===== src/common/dcache_pkg.sv =====
`default_nettype none

package dcache_pkg;

    // address geometry: 32 lines of one doubleword each
    localparam int XLEN        = 32;
    localparam int TAG_BITS    = 24;
    localparam int INDEX_BITS  = 5;
    localparam int OFFSET_BITS = 3;
    localparam int NUM_LINES   = 32;

    // backing memory transaction tags, tag 0 means no transaction
    localparam int MEM_TAG_BITS = 4;
    localparam int NUM_MEM_TAGS = 16;

    localparam int MEM_DEPTH      = 1024;               // doublewords
    localparam int MEM_INDEX_BITS = $clog2(MEM_DEPTH);
    localparam int MEM_LATENCY    = 6;                  // accept to return, in cycles

    typedef logic [MEM_TAG_BITS-1:0] mem_tag_t;

    typedef enum logic [1:0] {
        BUS_NONE  = 2'h0,
        BUS_LOAD  = 2'h1,
        BUS_STORE = 2'h2   // reserved, the cache is read-only
    } bus_command_t;

    typedef struct packed {
        logic [TAG_BITS-1:0]    tag;
        logic [INDEX_BITS-1:0]  index;
        logic [OFFSET_BITS-1:0] offset;
    } cache_addr_t;

    typedef struct packed {
        logic            valid;
        logic [XLEN-1:0] addr;
    } proc_req_t;

    typedef struct packed {
        logic        hit;            // hit_data valid this cycle
        logic [63:0] hit_data;
        mem_tag_t    data_response;  // nonzero when a miss went out under this tag
    } load_resp_t;

    typedef struct packed {
        mem_tag_t    data_tag;       // nonzero when fill_data is valid
        logic [63:0] fill_data;
    } fill_resp_t;

    typedef struct packed {
        bus_command_t    command;
        logic [XLEN-1:0] addr;
    } mem_req_t;

    typedef struct packed {
        mem_tag_t    response;       // same cycle accept of a load
        logic [63:0] data;
        mem_tag_t    tag;            // returning transaction
    } mem_resp_t;

    typedef struct packed {
        logic            psel;
        logic            penable;
        logic            pwrite;
        logic [XLEN-1:0] paddr;
        logic [31:0]     pwdata;
    } apb_req_t;

    typedef struct packed {
        logic pready;
        logic pslverr;
    } apb_resp_t;

endpackage

`default_nettype wire

===== src/dcache/miss_tracker.sv =====
`default_nettype none

// one entry per memory transaction tag and entry 0 stays empty
module miss_tracker (
    input  logic                              clk,
    input  logic                              reset,
    input  logic                              record_valid,
    input  dcache_pkg::mem_tag_t              record_tag,
    input  dcache_pkg::cache_addr_t           record_addr,
    input  logic [dcache_pkg::INDEX_BITS-1:0] lookup_index,
    input  dcache_pkg::mem_tag_t              return_tag,
    output logic                              in_flight,
    output dcache_pkg::cache_addr_t           fill_addr
);
    import dcache_pkg::*;

    cache_addr_t             entry_addr [NUM_MEM_TAGS];   // missed address per tag
    logic [NUM_MEM_TAGS-1:0] entry_busy;                  // fill still outstanding

    // busy bits
    always_ff @(posedge clk) begin
        if (reset) begin
            entry_busy <= '0;
        end else begin
            if (return_tag != '0) begin
                entry_busy[return_tag] <= 1'b0;   // fill lands and the line is no longer pending
            end
            // the memory never regrants a tag in its return cycle
            if (record_valid) begin
                entry_busy[record_tag] <= 1'b1;
            end
        end
    end

    always_ff @(posedge clk) begin
        if (record_valid) begin
            entry_addr[record_tag] <= record_addr;
        end
    end

    // any pending fill for the looked up index blocks a second fetch
    always_comb begin
        in_flight = 1'b0;
        for (int i = 1; i < NUM_MEM_TAGS; i++) begin
            if (entry_busy[i] && (entry_addr[i].index == lookup_index)) begin
                in_flight = 1'b1;
            end
        end
    end

    // combinational read of the address behind the returning fill
    assign fill_addr = entry_addr[return_tag];

endmodule

`default_nettype wire


===== config.mk =====
export PLATFORM = sky130hd
export DESIGN_NAME = miss_tracker
export DESIGN_NICKNAME = d
export VERILOG_FILES = /design/src/common/dcache_pkg.sv /design/src/dcache/miss_tracker.sv
export SDC_FILE = /design/constraint.sdc
export NUM_CORES = 1
export LEC_CHECK = 0
export BUFFER_PORTS_ARGS = -buffer_cell sky130_fd_sc_hd__buf_2
export CAP_MARGIN = 20
export CORE_MARGIN = 2
export CORE_UTILIZATION = 40
export CTS_BUF_LIST = sky130_fd_sc_hd__clkbuf_2 sky130_fd_sc_hd__clkbuf_4 sky130_fd_sc_hd__clkbuf_8
export CTS_CLUSTER_DIAMETER = 100
export CTS_CLUSTER_SIZE = 10
export DETAILED_ROUTE_END_ITERATION = 8
export PLACE_DENSITY_LB_ADDON = 0.1
export SYNTH_ARGS = -nofsm -noshare
export SYNTH_HDL_FRONTEND = slang
export SYNTH_SLANG_ARGS = --single-unit

===== constraint.sdc =====
create_clock -name clk -period 4.05 [get_ports clk]
set_input_delay 0.2025 -clock clk [delete_from_list [all_inputs] [get_ports clk]]
set_output_delay 0.2025 -clock clk [all_outputs]
set_load 0.005 [all_outputs]

==> impl_metrics.yaml <==
run_status:
  status: "finished clean"
cts:
  clock-sinks: 527
  root_buffer: "clkbuf_8"
  cts-resized-gates: 0
  clk_latency_ps: 670
  ctsLongestPathBuffers: 3
  cts_setup_buffers: 0
  cts_tree: "done"
  cts_buffers: 58
  clkTransAtPathRegs_ps: 80
  cts_hold_buffers: 38
  htree_levels: 2
logic_synthesis:
  ys_warn_count: 0
  yosysTopAreaCell: "edfxtp_1"
  yosysTopAreaCellShare: 0.738
  yosysSeqAreaShare: 0.753
  synthTopCellsByArea: "edfxtp_1 74%, mux4_2 17%, xor2_1 2.5%, dfxtp_1 1.4%, xnor2_1 0.63%"
  synth_nets: 977
  yosys_register_bits: 527
  synth_cell_types: 26
  synth_cells: 929
  syn-mean-instance-area_um2: 22.4
  synth_area_um2: 20800
timing:
  setup_viol: 0
  clock.fmax_mhz: 380
  fin_tns_setup_ps: 0
  maxSlewViolCount: 0
  rsz0062_at_grt: "false"
  hold_violations: 0
  fin_crit_sh: 0.650
  period_minus_slack_ps: 2630
  finClkSkew_ps: 0
  tightest_slew_ps: 1060
  slew_headroom: 0.293
finish:
  nets: 1129
  area_delta_synth_final_pct: 12.5
  diodes: 0
  fillCellCount: 4324
  multi_input_area_um2: 4890
  post-route-util: 0.456
  seq_area_um2: 15700
  drive_gt1_frac: 0.325
critical_path:
  start_kind: "flip-flop"
  critPathKind: "flip-flop to output port"
  cp.arrival_ps: 2430
  cp-end-kind: "output port"
  worstPathRequired_ps: 3850
  worst-path-max-fanout: 2
routing:
  viasPerCell: 5.46
  drc: 0
  drt-total-wl_mm: 49.2
  wl_per_cell_um: 27.8
  drt_pass1_iterations: 5
  drt-initial-drc-count: 774
  vias: 9665
  drtAntennaViolNets: 0
die:
  fp.dieH_um: 232
  dieArea_um2: 53900
  initial_core_util: 0.405
  die_w_um: 232
  num_rows: 83
  coreArea_um2: 51400
  io_pins: 81
power_and_ir_drop:
  power_frac_comb: 0.068
  power_density_nw_per_um2: 425
  p_sw_uw: 2190
  ir_drop_mv: 0.212
  total_power_uw: 9960
  p_leak_uw: 0.00739
  internal_power_uw: 7770
  seqPwrFrac: 0.614
  clockPowerShare: 0.318
  p_sw_frac: 0.220
global_routing:
  grt_overflow: 0
  grt_pass1_wl_mm: 71.7
  grt_max_degree: 73
  track_usage: 0.187
  antenna_found_initial: 1
  grt_pass1_vias: 10200
placed_design:
  gp_congestion: 0.793
  hpwl_mm: 26.8
  port_buffers: 80
min_path:
  hold_class: "primary input to flip-flop"
job:
  drv_cap: 0
power groups by stage:
stage               combinational (uW)  clock [uW]  sequential, uW
CTS                                697        3290            6120
finish                             679        3160            6120
global route                       735        3480            6120
global placement                   662           0            6230
floorplan                          395           0            6230
detailed placement                 665           0            6240
layout by cell type (no fill, tap or decap):
| master | Yosys | final |
|---|---|---|
| nor3_2 | 0 | 5 |
| and2_1 | 1 | 1 |
| or4_1 | 1 | 1 |
| buf_2 | 13 | 77 |
| clkinv_8 | 0 | 1 |
| nand3_1 | 21 | 21 |
| a21oi_1 | 9 | 9 |
| nand2_1 | 6 | 6 |
| dfxtp_1 | 15 | 15 |
| xnor2_1 | 15 | 15 |
| nand2b_1 | 7 | 7 |
| o21a_1 | 6 | 6 |
| edfxtp_1 | 512 | 512 |
| buf_6 | 9 | 1 |
| mux4_2 | 160 | 160 |
| dlygate4sd3_1 | 0 | 38 |
| nor4_4 | 0 | 2 |
| o21ai_0 | 9 | 9 |
| or2_2 | 4 | 4 |
| nor2_1 | 15 | 15 |
| or3_1 | 1 | 1 |
| nor4_1 | 17 | 15 |
| buf_12 | 0 | 9 |
| buf_4 | 4 | 17 |
| nor2b_1 | 2 | 2 |
| inv_2 | 0 | 9 |
| xor2_1 | 60 | 60 |
| nand4_1 | 3 | 3 |
| buf_8 | 0 | 1 |
| clkinvlp_4 | 0 | 1 |
| clkbuf_8 | 0 | 58 |
| clkbuf_4 | 0 | 9 |
| clkinv_2 | 0 | 1 |
worst paths after layout:
kind / startpoint / to / slack [ps] / cells after the start
worst max-delay path: entry_addr[13][3]$_DFFE_PP_ / in_flight / 1420 / 6
worst min-delay path: return_tag[0] / entry_busy[15]$_SDFF_PP0_ / 340 / 4
worst min register to register: entry_busy[15]$_SDFF_PP0_ / entry_busy[15]$_SDFF_PP0_ / 490 / 2
worst max register to register: entry_busy[11]$_SDFF_PP0_ / entry_busy[11]$_SDFF_PP0_ / 3380 / 2
worst max-delay path, cell delays in order (launching register included):
cell      delay (ps)
edfxtp_1         420
xor2_1           290
nor4_1           120
nand3_1          100
nand4_1           90
or4_1            590
buf_2            160
area by class of cell:
cell class              instances  share of cell area
inverters                       9             0.00144
multi-input cells             342               0.208
clock buffers                  67              0.0369
clock inverters                 3             0.00123
flip-flops and latches        527               0.669
repair buffers                143              0.0469
well taps                     680              0.0363
routing by layer:
metal,part of all wire,global-route usage,vias to the layer above
li1,-,-,4139
met1,0.45,0.267,5238
met2,0.49,0.301,223
met3,0.043,0.0279,65
met4,0.020,0.0539,0
met5,0,0,-
synthesized netlist by cell type:
library cell	n
a21oi_1	9
and2_1	1
buf_1	10
buf_2	13
buf_4	4
buf_6	9
clkbuf_1	15
dfxtp_1	15
edfxtp_1	512
inv_1	9
mux4_2	160
nand2_1	6
nand2b_1	7
nand3_1	21
nand4_1	3
nor2_1	15
nor2b_1	2
nor3_1	5
nor4_1	17
o21a_1	6
o21ai_0	9
or2_2	4
or3_1	1
or4_1	1
xnor2_1	15
xor2_1	60
flip-flops by register name, indices dropped and copies added, names as in the netlist:
signal      count
entry_busy     15
entry_addr    512
cells by family after synthesis:
logic type / synth area share
mux: 0.173
buf+inv: 0.0156
xor+xnor: 0.0315
compound gates: 0.00649
flops: 0.753
simple gates: 0.0209
stage by stage:
| stage | hold WS, ps | cells | cell area, um^2 | setup WS (ps) |
|---|---|---|---|---|
| floorplan | 272 | 929 | 20800 | 733 |
| CTS | 326 | 1771 | 23400 | 1340 |
| global route | 423 | 1771 | 23400 | 1340 |
| global placement | 473 | 1663 | 22200 | 1510 |
| detailed placement | 479 | 1663 | 22200 | 1510 |
| finish | 340 | 1771 | 23400 | 1420 |
Note: power is estimated with default switching activity, not from simulation.
